## config.mk

```make
export PLATFORM = sky130hd
export DESIGN_NAME = lsu_top
export DESIGN_NICKNAME = d
export VERILOG_FILES = /design/src/rv_isa_pkg.sv /design/src/lsu_bus_pkg.sv /design/src/mem_req_stage.sv /design/src/mem_wb_stage.sv /design/src/load_align.sv /design/src/lsu_top.sv
export SDC_FILE = /design/constraint.sdc
export NUM_CORES = 1
export LEC_CHECK = 0
export BUFFER_PORTS_ARGS = -buffer_cell sky130_fd_sc_hd__buf_4
export CORE_MARGIN = 8
export CORE_UTILIZATION = 47
export CTS_BUF_LIST = sky130_fd_sc_hd__clkbuf_16
export CTS_CLUSTER_DIAMETER = 200
export CTS_CLUSTER_SIZE = 25
export DETAILED_ROUTE_END_ITERATION = 10
export PLACE_DENSITY = 0.78
export SLEW_MARGIN = 20
export SYNTH_ARGS = -nofsm -noshare
export SYNTH_HDL_FRONTEND = slang
export SYNTH_SLANG_ARGS = --single-unit
```

## constraint.sdc

```tcl
create_clock -name i_clk -period 2.5 [get_ports i_clk]
set_input_delay 0.625 -clock i_clk [delete_from_list [all_inputs] [get_ports i_clk]]
set_output_delay 0.625 -clock i_clk [all_outputs]
set_load 0.01 [all_outputs]
```

## src/rv_isa_pkg.sv

```systemverilog
`default_nettype none

package rv_isa_pkg;

    ////////////////////
    // Widths
    ////////////////////

    // Data and address width of the hart
    parameter int XLEN = 32;

    // Register file address width
    parameter int REG_AW = 5;

    // Byte lanes in one data word
    parameter int NUM_LANES = 4;

    // Lane sizes in bits
    parameter int LANE_W = 8;
    parameter int HALF_W = 16;

    // Bits of address that pick a lane inside a word
    parameter int OFFS_W = $clog2(NUM_LANES);

    typedef logic [XLEN-1:0]      xword_t;
    typedef logic [REG_AW-1:0]    reg_addr_t;
    typedef logic [NUM_LANES-1:0] lane_mask_t;
    typedef logic [OFFS_W-1:0]    lane_off_t;
    typedef logic [2:0]           funct3_t;

    ////////////////////
    // Load/store funct3
    ////////////////////

    // Signed widths, shared by loads and stores
    parameter funct3_t F3_BYTE   = 3'b000;
    parameter funct3_t F3_HALF   = 3'b001;
    parameter funct3_t F3_WORD   = 3'b010;

    // Unsigned widths, loads only
    parameter funct3_t F3_BYTE_U = 3'b100;
    parameter funct3_t F3_HALF_U = 3'b101;

endpackage

`default_nettype wire

```

## src/lsu_bus_pkg.sv

```systemverilog
`default_nettype none

package lsu_bus_pkg;

    // Load/store request from the execute side
    // At most one of is_load and is_store may be set
    typedef struct packed {
        logic                  valid;
        logic                  is_load;
        logic                  is_store;
        rv_isa_pkg::funct3_t   funct3;
        rv_isa_pkg::xword_t    addr;
        rv_isa_pkg::xword_t    wdata;
        rv_isa_pkg::reg_addr_t rd;
    } mem_req_t;

    // Data memory port, word aligned with byte mask
    typedef struct packed {
        rv_isa_pkg::xword_t     addr;
        logic                   ren;
        logic                   wen;
        rv_isa_pkg::lane_mask_t mask;
        rv_isa_pkg::xword_t     wdata;
    } dmem_req_t;

    // Context of one access while its read is in flight
    // Carries the dmem transaction along for the retire record
    typedef struct packed {
        logic                  valid;
        logic                  is_load;
        rv_isa_pkg::funct3_t   funct3;
        rv_isa_pkg::lane_off_t offset;
        rv_isa_pkg::reg_addr_t rd;
        dmem_req_t             dmem;
    } mem_ctx_t;

    // Retire record seen by the testbench
    // Mirrors the dmem transaction, delayed to writeback
    typedef struct packed {
        logic                   valid;
        rv_isa_pkg::reg_addr_t  rd_waddr;
        rv_isa_pkg::xword_t     rd_wdata;
        rv_isa_pkg::xword_t     dmem_addr;
        rv_isa_pkg::lane_mask_t dmem_mask;
        logic                   dmem_ren;
        logic                   dmem_wen;
        rv_isa_pkg::xword_t     dmem_rdata;
        rv_isa_pkg::xword_t     dmem_wdata;
    } retire_rec_t;

endpackage

`default_nettype wire

```

## src/mem_req_stage.sv

```systemverilog
`default_nettype none

module mem_req_stage (
    input  logic                   i_clk,
    input  logic                   i_rst_n,
    input  lsu_bus_pkg::mem_req_t  i_req,
    output lsu_bus_pkg::dmem_req_t o_dmem,
    output lsu_bus_pkg::mem_ctx_t  o_ctx
);

    ////////////////////
    // EX/MEM register
    ////////////////////

    // Control bits cleared by reset
    logic vld_q;
    logic ld_q;
    logic st_q;

    // Payload of the access
    rv_isa_pkg::funct3_t   f3_q;
    rv_isa_pkg::xword_t    addr_q;
    rv_isa_pkg::xword_t    wdata_q;
    rv_isa_pkg::reg_addr_t rd_q;

    // Lane placement results
    rv_isa_pkg::lane_off_t  off;
    rv_isa_pkg::lane_mask_t mask;
    rv_isa_pkg::xword_t     wdata_lane;
    lsu_bus_pkg::dmem_req_t dmem;

    always_ff @(posedge i_clk or negedge i_rst_n) begin
        if (!i_rst_n) begin
            vld_q <= 1'b0;
            ld_q  <= 1'b0;
            st_q  <= 1'b0;
        end else begin
            vld_q <= i_req.valid;
            ld_q  <= i_req.is_load;
            st_q  <= i_req.is_store;
        end
    end

    always_ff @(posedge i_clk) begin
        f3_q    <= i_req.funct3;
        addr_q  <= i_req.addr;
        wdata_q <= i_req.wdata;
        rd_q    <= i_req.rd;
    end

    ////////////////////
    // Lane placement
    ////////////////////

    // Byte offset inside the word
    assign off = addr_q[rv_isa_pkg::OFFS_W-1:0];

    always_comb begin
        case (f3_q)
            rv_isa_pkg::F3_BYTE, rv_isa_pkg::F3_BYTE_U: begin
                // One lane at the offset
                mask       = rv_isa_pkg::lane_mask_t'(1) << off;
                wdata_lane = wdata_q << (rv_isa_pkg::LANE_W * off);
            end
            rv_isa_pkg::F3_HALF, rv_isa_pkg::F3_HALF_U: begin
                // Only bit 1 picks the half
                mask       = off[1] ? 4'b1100 : 4'b0011;
                wdata_lane = wdata_q << (rv_isa_pkg::HALF_W * off[1]);
            end
            default: begin
                // Full word
                mask       = '1;
                wdata_lane = wdata_q;
            end
        endcase
    end

    always_comb begin
        // Word aligned address with the low lane bits cleared
        dmem.addr  = addr_q & ~rv_isa_pkg::xword_t'(rv_isa_pkg::NUM_LANES - 1);
        dmem.ren   = vld_q & ld_q;
        dmem.wen   = vld_q & st_q;
        dmem.mask  = mask;
        dmem.wdata = wdata_lane;
    end

    assign o_dmem = dmem;

    // Context follows the access down the pipe
    always_comb begin
        o_ctx.valid   = vld_q;
        o_ctx.is_load = ld_q;
        o_ctx.funct3  = f3_q;
        o_ctx.offset  = off;
        o_ctx.rd      = rd_q;
        o_ctx.dmem    = dmem;
    end

    // Illegal request with both load and store set
    a_rw_exclusive: assert property (@(posedge i_clk) disable iff (!i_rst_n)
        !(dmem.ren && dmem.wen))
        else $error("dmem ren and wen high together");

    // Any access touches at least one lane
    a_mask_nonzero: assert property (@(posedge i_clk) disable iff (!i_rst_n)
        (dmem.ren || dmem.wen) |-> (dmem.mask != '0))
        else $error("dmem access with empty mask");

endmodule

`default_nettype wire

```

## src/mem_wb_stage.sv

```systemverilog
`default_nettype none

module mem_wb_stage (
    input  logic                  i_clk,
    input  logic                  i_rst_n,
    input  lsu_bus_pkg::mem_ctx_t i_ctx,
    output lsu_bus_pkg::mem_ctx_t o_ctx
);

    // Control bits of the access whose read is completing
    logic vld_q;
    logic ren_q;
    logic wen_q;

    // Rest of the context, lines up with i_dmem_rdata
    lsu_bus_pkg::mem_ctx_t ctx_q;

    always_ff @(posedge i_clk or negedge i_rst_n) begin
        if (!i_rst_n) begin
            vld_q <= 1'b0;
            ren_q <= 1'b0;
            wen_q <= 1'b0;
        end else begin
            vld_q <= i_ctx.valid;
            ren_q <= i_ctx.dmem.ren;
            wen_q <= i_ctx.dmem.wen;
        end
    end

    always_ff @(posedge i_clk) begin
        ctx_q <= i_ctx;
    end

    // Control bits from the reset flops
    always_comb begin
        o_ctx          = ctx_q;
        o_ctx.valid    = vld_q;
        o_ctx.dmem.ren = ren_q;
        o_ctx.dmem.wen = wen_q;
    end

    // Load and store never share a slot in the MEM/WB register
    a_ctx_one_op: assert property (@(posedge i_clk) disable iff (!i_rst_n)
        vld_q |-> !(ren_q && wen_q))
        else $error("valid context with both dmem enables");

endmodule

`default_nettype wire

```

## src/load_align.sv

```systemverilog
`default_nettype none

module load_align (
    input  logic                     i_clk,
    input  logic                     i_rst_n,
    input  lsu_bus_pkg::mem_ctx_t    i_ctx,
    input  rv_isa_pkg::xword_t       i_dmem_rdata,
    output lsu_bus_pkg::retire_rec_t o_retire
);

    ////////////////////
    // Lane extraction
    ////////////////////

    logic [rv_isa_pkg::LANE_W-1:0] byte_sel;
    logic [rv_isa_pkg::HALF_W-1:0] half_sel;
    rv_isa_pkg::xword_t            load_val;

    // Retire record, next and registered
    lsu_bus_pkg::retire_rec_t ret_d;
    lsu_bus_pkg::retire_rec_t ret_q;

    // Control bits of the record
    logic vld_q;
    logic ren_q;
    logic wen_q;

    // Byte at the offset
    assign byte_sel = i_dmem_rdata[rv_isa_pkg::LANE_W * i_ctx.offset +: rv_isa_pkg::LANE_W];

    // Half picked by offset bit 1 only
    assign half_sel = i_dmem_rdata[rv_isa_pkg::HALF_W * i_ctx.offset[1] +: rv_isa_pkg::HALF_W];

    always_comb begin
        case (i_ctx.funct3)
            rv_isa_pkg::F3_BYTE:
                load_val = {{(rv_isa_pkg::XLEN - rv_isa_pkg::LANE_W){byte_sel[7]}}, byte_sel};
            rv_isa_pkg::F3_BYTE_U:
                load_val = {{(rv_isa_pkg::XLEN - rv_isa_pkg::LANE_W){1'b0}}, byte_sel};
            rv_isa_pkg::F3_HALF:
                load_val = {{(rv_isa_pkg::XLEN - rv_isa_pkg::HALF_W){half_sel[15]}}, half_sel};
            rv_isa_pkg::F3_HALF_U:
                load_val = {{(rv_isa_pkg::XLEN - rv_isa_pkg::HALF_W){1'b0}}, half_sel};
            // LW and anything else, raw word
            default:
                load_val = i_dmem_rdata;
        endcase
    end

    ////////////////////
    // Retire register
    ////////////////////

    always_comb begin
        ret_d.valid      = i_ctx.valid;
        // Only loads write rd here
        ret_d.rd_waddr   = (i_ctx.valid && i_ctx.is_load) ? i_ctx.rd : '0;
        ret_d.rd_wdata   = load_val;
        ret_d.dmem_addr  = i_ctx.dmem.addr;
        ret_d.dmem_mask  = i_ctx.dmem.mask;
        ret_d.dmem_ren   = i_ctx.dmem.ren;
        ret_d.dmem_wen   = i_ctx.dmem.wen;
        ret_d.dmem_rdata = i_dmem_rdata;
        ret_d.dmem_wdata = i_ctx.dmem.wdata;
    end

    always_ff @(posedge i_clk or negedge i_rst_n) begin
        if (!i_rst_n) begin
            vld_q <= 1'b0;
            ren_q <= 1'b0;
            wen_q <= 1'b0;
        end else begin
            vld_q <= ret_d.valid;
            ren_q <= ret_d.dmem_ren;
            wen_q <= ret_d.dmem_wen;
        end
    end

    always_ff @(posedge i_clk) begin
        ret_q <= ret_d;
    end

    always_comb begin
        o_retire          = ret_q;
        o_retire.valid    = vld_q;
        o_retire.dmem_ren = ren_q;
        o_retire.dmem_wen = wen_q;
    end

    // Half loads arrive on an even byte offset
    a_half_even: assert property (@(posedge i_clk) disable iff (!i_rst_n)
        (i_ctx.valid && i_ctx.is_load &&
         (i_ctx.funct3 == rv_isa_pkg::F3_HALF || i_ctx.funct3 == rv_isa_pkg::F3_HALF_U))
        |-> !i_ctx.offset[0])
        else $error("half-word load at odd offset");

endmodule

`default_nettype wire

```

## src/lsu_top.sv

```systemverilog
`default_nettype none

module lsu_top (
    // Core clock
    input  logic                     i_clk,
    // Async reset, active low
    input  logic                     i_rst_n,
    // Load/store request, one per cycle, never refused
    input  lsu_bus_pkg::mem_req_t    i_req,
    // Data memory port, writes land on the next edge
    output lsu_bus_pkg::dmem_req_t   o_dmem,
    // Read data, one cycle after the edge that saw ren
    input  rv_isa_pkg::xword_t       i_dmem_rdata,
    // Retire record, two cycles after the request
    output lsu_bus_pkg::retire_rec_t o_retire
);

    ////////////////////
    // Stage links
    ////////////////////

    // MEM stage context into the MEM/WB register
    lsu_bus_pkg::mem_ctx_t mem_ctx;

    // Context aligned with returning read data
    lsu_bus_pkg::mem_ctx_t wb_ctx;

    // EX/MEM register and dmem request
    mem_req_stage mem_req_stage_inst (
        .i_clk   (i_clk),
        .i_rst_n (i_rst_n),
        .i_req   (i_req),
        .o_dmem  (o_dmem),
        .o_ctx   (mem_ctx)
    );

    // MEM/WB register
    mem_wb_stage mem_wb_stage_inst (
        .i_clk   (i_clk),
        .i_rst_n (i_rst_n),
        .i_ctx   (mem_ctx),
        .o_ctx   (wb_ctx)
    );

    // Load extension and retire record
    load_align load_align_inst (
        .i_clk        (i_clk),
        .i_rst_n      (i_rst_n),
        .i_ctx        (wb_ctx),
        .i_dmem_rdata (i_dmem_rdata),
        .o_retire     (o_retire)
    );

endmodule

`default_nettype wire

```

==> results of run 1 <==
==> state kept, by name (all words and copies together) (netlist names), 3 cells and up <==
register / flops
load_align_inst.o_retire: 135
mem_req_stage_inst.rd_q: 5
mem_wb_stage_inst.o_ctx: 77
mem_req_stage_inst.f3_q: 3
mem_req_stage_inst.wdata_q: 32
mem_req_stage_inst.addr_q: 32
==> where the power goes <==
part	switching (mW)	leakage (nW)	internal, mW
combinational	0.477	2.30	0.535
clock	1.34	0.205	1.09
sequential	0.127	2.50	4.98
==> kinds of logic (layout without fill, tap and decap cells) <==
kind of cell    after synthesis  in the layout
simple gates                 94             94
other cells                   1              4
mux                          14             14
flops                       293            293
compound gates              104            104
buf+inv                     101            363
==> cells in the mapped netlist <==
| cell type | instances | area share |
|---|---|---|
| nor2b_4 | 1 | 0.0017 |
| o21ai_0 | 26 | 0.016 |
| a32oi_2 | 1 | 0.0020 |
| buf_4 | 77 | 0.072 |
| buf_6 | 1 | 0.0014 |
| o21bai_1 | 3 | 0.0028 |
| a31oi_1 | 8 | 0.0063 |
| clkbuf_1 | 11 | 0.0052 |
| a21o_1 | 2 | 0.0019 |
| inv_1 | 6 | 0.0028 |
| o21ai_1 | 1 | 0.00063 |
| and2_1 | 10 | 0.0078 |
| or2_1 | 1 | 0.00079 |
| a22oi_1 | 13 | 0.012 |
| mux2_1 | 2 | 0.0028 |
| o32ai_1 | 8 | 0.0088 |
| dfxtp_1 | 284 | 0.71 |
| nor2_1 | 8 | 0.0038 |
| o21ai_2 | 10 | 0.011 |
| a22o_1 | 4 | 0.0044 |
| nand2b_1 | 7 | 0.0055 |
| a211o_1 | 4 | 0.0044 |
| nand2_1 | 34 | 0.016 |
| a21oi_1 | 12 | 0.0075 |
| conb_1 | 1 | 0.00047 |
| nor2b_1 | 18 | 0.014 |
| a31oi_2 | 1 | 0.0016 |
| a211oi_1 | 6 | 0.0056 |
| nor3_1 | 1 | 0.00063 |
| mux2i_1 | 11 | 0.014 |
| a21oi_4 | 1 | 0.0020 |
| nor3b_2 | 1 | 0.0016 |
| mux2_2 | 1 | 0.0014 |
| a221o_1 | 3 | 0.0038 |
| and3_1 | 13 | 0.010 |
| a32oi_1 | 1 | 0.0011 |
| dfrtp_1 | 9 | 0.028 |
| buf_2 | 6 | 0.0038 |
==> worst paths after layout <==
check / start / end / cells after the start / slack [ns]
setup reg to reg: mem_wb_stage_inst.o_ctx[76]$_DFF_P_ / load_align_inst.o_retire[116]$_DFF_P_ / 4 / 0.52
min in group asynchronous: i_rst_n / load_align_inst.ren_q$_DFF_PN0_ / 2 / 0.51
max in group asynchronous: i_rst_n / mem_wb_stage_inst.wen_q$_DFF_PN0_ / 2 / 1.86
hold / removal: i_req[19] / mem_req_stage_inst.wdata_q[14]$_DFF_P_ / 1 / 0.24
hold reg to reg: mem_wb_stage_inst.o_ctx[62]$_DFF_P_ / load_align_inst.o_retire[94]$_DFF_P_ / 0 / 0.33
setup / recovery: mem_req_stage_inst.f3_q[0]$_DFF_P_ / o_dmem[24] / 6 / -0.008
==> metrics by stage <==
stage / total power, mW / TNS [ns] / cell area (um2)
final: 8.55 / -0.00764 / 10800
after global placement: 6.14 / 0 / 10100
after floorplan: 5.62 / 0 / 7990
after CTS: 8.62 / -0.0601 / 10600
after detailed placement: 6.16 / 0 / 10100
after global routing: 8.89 / -0.369 / 10800
==> metal layers <==
layer / global-route usage / vias up
met5: 0 / -
met4: 0.0500 / 0
met3: 0.0841 / 24
met2: 0.331 / 243
met1: 0.192 / 2405
li1: - / 2462
==> area by class of cell <==
type                            count  area (um2)  share of cell area
Tap cell                          220         275              0.0255
Inverter                            6        26.3             0.00243
Clock buffer                       15         375              0.0347
Timing Repair Buffer              338        2580               0.238
Sequential cell                   293        5920               0.548
Multi-Input combinational cell    216        1620               0.150
Clock inverter                      4        20.0             0.00185
==> layout by cell type (no fill, tap or decap), drive strengths merged, types with 3 or more instances in the layout <==
cell type,synthesis,final
nand2,34,34
and2,10,10
nand2b,7,7
a31oi,9,9
buf,84,337
inv,6,9
a221o,3,3
and3,13,13
o21bai,3,3
o21ai,37,37
nor2b,19,19
mux2,3,3
conb,1,4
dfrtp,9,9
a22oi,13,13
a21oi,13,13
dfxtp,284,284
a22o,4,4
mux2i,11,11
a211oi,6,6
o32ai,8,8
nor2,8,8
clkbuf,11,15
a211o,4,4
==> repair_timing <==
| item | 4_1_cts | 5_1_grt |
|---|---|---|
| hold buffers | 1 | 0 |
| setup endpoints to repair | 33 | 30 |
| resized for setup | 35 | 32 |
| setup buffers | 6 | 3 |
| endpoints found under the hold margin | 9 | 0 |
| pin swaps | 1 | 2 |
==> critical path, stage by stage (launching register included) <==
cell      delay (ns)
dfxtp_2         0.36
nand2b_4        0.18
a21oi_4         0.19
buf_6           0.19
o32ai_4         0.10
a21oi_2         0.22
buf_4           0.18
==> results by group, run 1 <==
STA
  – Fin crit share: 1.00
  – Least-Margin Pin Slew: 0.595 ns
  – Final worst slack: -0.00764 ns
  – Hold WS: 0.239 ns
  – Final setup vio count: 1
  – Worst Skew: 0.0117 ns
  – Final-report hold violation count: 0
  – Final Max Tran Viols: 0
  – Fmax: 0.399 GHz
  – Final min period: 2.51 ns
  – Rel. slew slack: 0.602
  – RSZ-0062 raised after global routing: true

Detailed routing
  – Avg Vias per Cell: 4.70
  – WL final: 21.0 mm
  – 1st-iter DRT viols: 193
  – Detail Route met3 WL: 2.28 mm
  – Top Metal Used: met4
  – Via count: 5134
  – Drt first pass iters: 4
  – Detailed-route wire length per cell: 19.2 um
  – Post-route DRC: 0
  – Met1 Wirelength: 7.69 mm
  – Routed Antenna Nets: 0
  – DR WL met2: 10.6 mm

Power and ir drop
  – Power Density: 791 nW/um2
  – Static leakage: 5.00 nW
  – Peak supply drop: 0.000756 V

Yosys
  – Post-synthesis register bit count: 293
  – Post-Synth Adder-Cell Area: 0
  – Yosys warns: 0
  – Post-synthesis mux area share: 0.0180
  – Area share of and/or/nand/nor cells after synthesis: 0.0621
  – Post-synthesis xor/xnor area fraction: 0
  – Post-synth cell types: 38
  – Area of the mapped netlist: 7970 um2
  – Syn avg cell area: 13.1 um2
  – Post-synthesis compound-gate area fraction: 0.0924
  – Post-synthesis sequential area ratio: 0.741
  – Largest family of logic cells by synthesized area: compound AO/OA/AOI/OAI gates
  – Synthesized instance count: 607

Flow run
  – Number of max-cap violations: 0

Floorplanning
  – Core ar.: 16600 um2
  – Die Width: 146 um
  – IO Pins: 319
  – Die footprint: 21400 um2
  – Die Height: 146 um
  – Initial core utilization: 0.481
  – Row Count: 47

Placed design
  – IO Port Bufs: 314
  – Worst slack at placement: 0.168 ns
  – Post-Place Cells: 1063
  – GPL Wtd Cong: 0.812
  – Post-DP HPWL: 16.0 mm

Layout
  – Final cell count without fillers: 1092
  – Final core occ: 0.652
  – Share of cells above drive strength 1: 0.470
  – Layout area overhead: 35.6%
  – Diodes inserted: 0
  – Fill cell count: 1301
  – Layout net count: 979

Global route
  – First-pass GRT wire length: 31.5 mm
  – Largest net degree at the start of global routing: 27
  – Vias in the first global route: 5503
  – Total track usage: 0.185
  – Total gr overflow: 0
  – Initial antenna violation count: 0

Worst setup path
  – Crit end category: output pin
  – CP Data Arrival Time: 1.88 ns
  – Critical path type: reg -> out
  – Crit path max fanout: 8
  – Worst Path Required: 1.88 ns
  – CP Launch Type: flip-flop

CTS
  – Root buffer cell: clkbuf_16
  – Skew-Pair Late Insertion Delay: 0.48 ns
  – CTS clock-pin slew for the worst setup and hold paths: 0.09 ns
  – Clk sink count: 293
  – CTS HTree Levels: 1
  – Clock buffer depth: 3
  – CTS tree: done
  – TritonCTS Buffers: 15

Hold path
  – Worst min path class: in -> reg

Outcome
  – Status: finished with violations
  – Failing checks: setup timing
No activity file was read; power rests on OpenSTA's default activity.
==> inputs of run 2 (changes only) <==
==> constraint.sdc (replaced) <==
create_clock -name i_clk -period 2.6 [get_ports i_clk]
set_input_delay 0.65 -clock i_clk [delete_from_list [all_inputs] [get_ports i_clk]]
set_output_delay 0.65 -clock i_clk [all_outputs]
set_load 0.01 [all_outputs]
==> run 2 against run 1 <==
  * Register-to-register slack gained 0.28 ns
  * The flow now finishes without violations
  * Global-route usage is essentially flat
  * Largest power group unchanged
  * Non-clock buffer count fell by 3
  * Core utilization fell by 0.43 points
==> results by group, run 2 (synthesis results as in run 1) <==
Floorplanning
  – Die Height: 146 um (unchanged)
  – IO Pins: 319 (unchanged)
  – Die footprint: 21400 um2 (unchanged)
  – Initial core utilization: 0.481 (unchanged)
  – Core ar.: 16600 um2 (unchanged)
  – Die Width: 146 um (unchanged)
  – Row Count: 47 (unchanged)

Placed design
  – IO Port Bufs: 314 (unchanged)
  – GPL Wtd Cong: 0.809 (was 0.812)
  – Post-DP HPWL: 16.1 mm (was 16.0 mm)
  – Post-Place Cells: 1062 (was 1063)
  – Worst slack at placement: 0.119 ns (was 0.168 ns)
  – Post-DP Area: 10100 um2 (about the same)

CTS
  – TritonCTS Buffers: 15 (unchanged)
  – CTS HTree Levels: 1 (unchanged)
  – Root buffer cell: clkbuf_16 (unchanged)
  – CTS tree: done (unchanged)
  – CTS clock-pin slew for the worst setup and hold paths: 0.10 ns (was 0.09 ns)
  – Clock buffer depth: 3 (unchanged)
  – Clk sink count: 293 (unchanged)
  – Skew-Pair Late Insertion Delay: 0.49 ns (was 0.48 ns)

STA
  – Hold WS: 0.256 ns (was 0.239 ns)
  – Final-report hold violation count: 0 (unchanged)
  – Final setup vio count: 0 (was 1)
  – Fin crit share: 0.969
  – Final min period: 2.52 ns
  – Rel. slew slack: 0.590 (was 0.602)
  – RSZ-0062 raised after global routing: true (unchanged)
  – Final worst slack: 0.0809 ns (was -0.00764 ns)
  – Least-Margin Pin Slew: 0.613 ns (was 0.595 ns)
  – Worst Skew: 0.0191 ns (was 0.0117 ns)
  – Fmax: 0.397 GHz
  – Final Max Tran Viols: 0 (unchanged)

Layout
  – Share of cells above drive strength 1: 0.459 (was 0.470)
  – Final cell count without fillers: 1090 (was 1092)
  – Layout area overhead: 34.7% (was 35.6%)
  – Layout net count: 977 (was 979)
  – Max reg flops: 135 (unchanged)
  – Multi-input logic area: 1570 um2 (was 1620 um2)
  – Diodes inserted: 0 (unchanged)
  – Commonest cells after routing, fill and taps aside: buf_4, dfxtp_1, nand2_1 (unchanged)
  – Storage element area: 5920 um2 (unchanged)
  – Fill cell count: 1280 (was 1301)
  – Finished Cell Area: 10700 um2 (was 10800 um2)
  – Most common cell after layout, fill and taps aside: buf_4 (unchanged)

Worst setup path
  – CP Data Arrival Time: 1.87 ns (was 1.88 ns)
  – CP Buf/Inv Count: 2 (unchanged)
  – Slowest cell on crit path: dfxtp_4 (was dfxtp_2)
  – Crit path max fanout: 8 (unchanged)
  – Largest stage delay, worst path: 0.38 ns (was 0.36 ns)
  – Critical path type: reg -> out (unchanged)
  – Crit path max-delay family: compound AO/OA/AOI/OAI gates (unchanged)
  – Critical-path cell list: nand2b_4 > a21oi_4 > buf_6 > o32ai_2 > a21oi_2 > buf_4 (was nand2b_4 > a21oi_4 > buf_6 > o32ai_4 > a21oi_2 > buf_4)
  – CP Launch Type: flip-flop (unchanged)
  – Worst Path Required: 1.95 ns (was 1.88 ns)
  – Crit end category: output pin (unchanged)

Global route
  – Vias in the first global route: 5371 (was 5503)
  – Total gr overflow: 0 (unchanged)
  – Initial antenna violation count: 0 (unchanged)
  – First-pass GRT wire length: 31.3 mm (was 31.5 mm)
  – Largest net degree at the start of global routing: 27 (unchanged)
  – Total track usage: 0.185 (about the same)

Detailed routing
  – 1st-iter DRT viols: 168 (was 193)
  – Via count: 5147 (was 5134)
  – Post-route DRC: 0 (unchanged)
  – WL final: 21.2 mm (was 21.0 mm)
  – Avg Vias per Cell: 4.72 (was 4.70)
  – Routed Antenna Nets: 0 (unchanged)
  – Detailed-route wire length per cell: 19.5 um (was 19.2 um)
  – Drt first pass iters: 4 (unchanged)

Power and ir drop
  – Peak supply drop: 0.000696 V (was 0.000756 V)
  – Power Density: 768 nW/um2 (was 791 nW/um2)
  – Static leakage: 4.99 nW (was 5.00 nW)
  – Total chip power: 8.24 mW (was 8.55 mW)

Hold path
  – Worst min path class: in -> reg (unchanged)

Outcome
  – Status: completed (was finished with violations)

Flow run
  – Number of max-cap violations: 0 (unchanged)
## run 2: cell types whose count changed in the layout (fill, tap and decap cells not counted), sizes merged
| cell | change |
|---|---|
| buf | -4 |
| clkdlybuf4s15 | +1 |
| nand2b | +1 |
## run 2: per-layer routing
| layer | vias to the layer above | wire length (um) | share of wire | GRT usage |
|---|---|---|---|---|
| met1 | 2390 | 7490 | 0.35 | 0.187 |
| li1 | 2460 | - | - | - |
| met4 | 0 | 397 | 0.019 | 0.0515 |
| met3 | 27 | 2540 | 0.12 | 0.0878 |
| met5 | - | 0 | 0 | 0 |
| met2 | 270 | 10800 | 0.51 | 0.333 |
## run 2: power breakdown
group / internal [mW] / switching (mW) / total (mW) / leakage, nW
clock network: 1.06 / 1.31 / 2.37 / 0.205
logic: 0.506 / 0.457 / 0.963 / 2.28
registers: 4.79 / 0.119 / 4.91 / 2.50
total: 6.35 / 1.89 / 8.24 / 4.99
## run 2: final timing paths
kind	cells past startpoint	startpoint	to	slack, ns
worst max-delay path	6	mem_req_stage_inst.f3_q[0]$_DFF_P_	o_dmem[25]	0.08
min in group asynchronous	2	i_rst_n	mem_wb_stage_inst.wen_q$_DFF_PN0_	0.52
worst min register to register	0	mem_wb_stage_inst.o_ctx[14]$_DFF_P_	load_align_inst.o_retire[14]$_DFF_P_	0.32
max in group asynchronous	2	i_rst_n	mem_wb_stage_inst.vld_q$_DFF_PN0_	1.95
worst max register to register	5	mem_wb_stage_inst.o_ctx[77]$_DFF_P_	load_align_inst.o_retire[121]$_DFF_P_	0.80
worst min-delay path	1	i_req[5]	mem_req_stage_inst.wdata_q[0]$_DFF_P_	0.26
## run 2: cell type report
cell class,count,share of cell area
Clock buffer,15,0.0350
Clock inverter,4,0.00233
Inverter,6,0.00245
Multi-Input combinational cell,217,0.146
Sequential cell,293,0.551
Tap cell,220,0.0256
Timing Repair Buffer,335,0.237
## run 2: through the flow
stage           util  setup TNS [ns]
4_1_cts        0.639               0
2_1_floorplan      -               0
3_3_place_gp   0.606               0
3_5_place_dp   0.606               0
5_1_grt        0.648         -0.0311
6_report       0.648               0
## run 2: what timing repair did
action	in CTS	in global routing
gates cloned	0	2
resized for setup	21	31
setup endpoints to repair	33	27
setup buffers	3	3
hold endpoints to repair	9	0
pin swaps	2	0
hold buffers	1	0
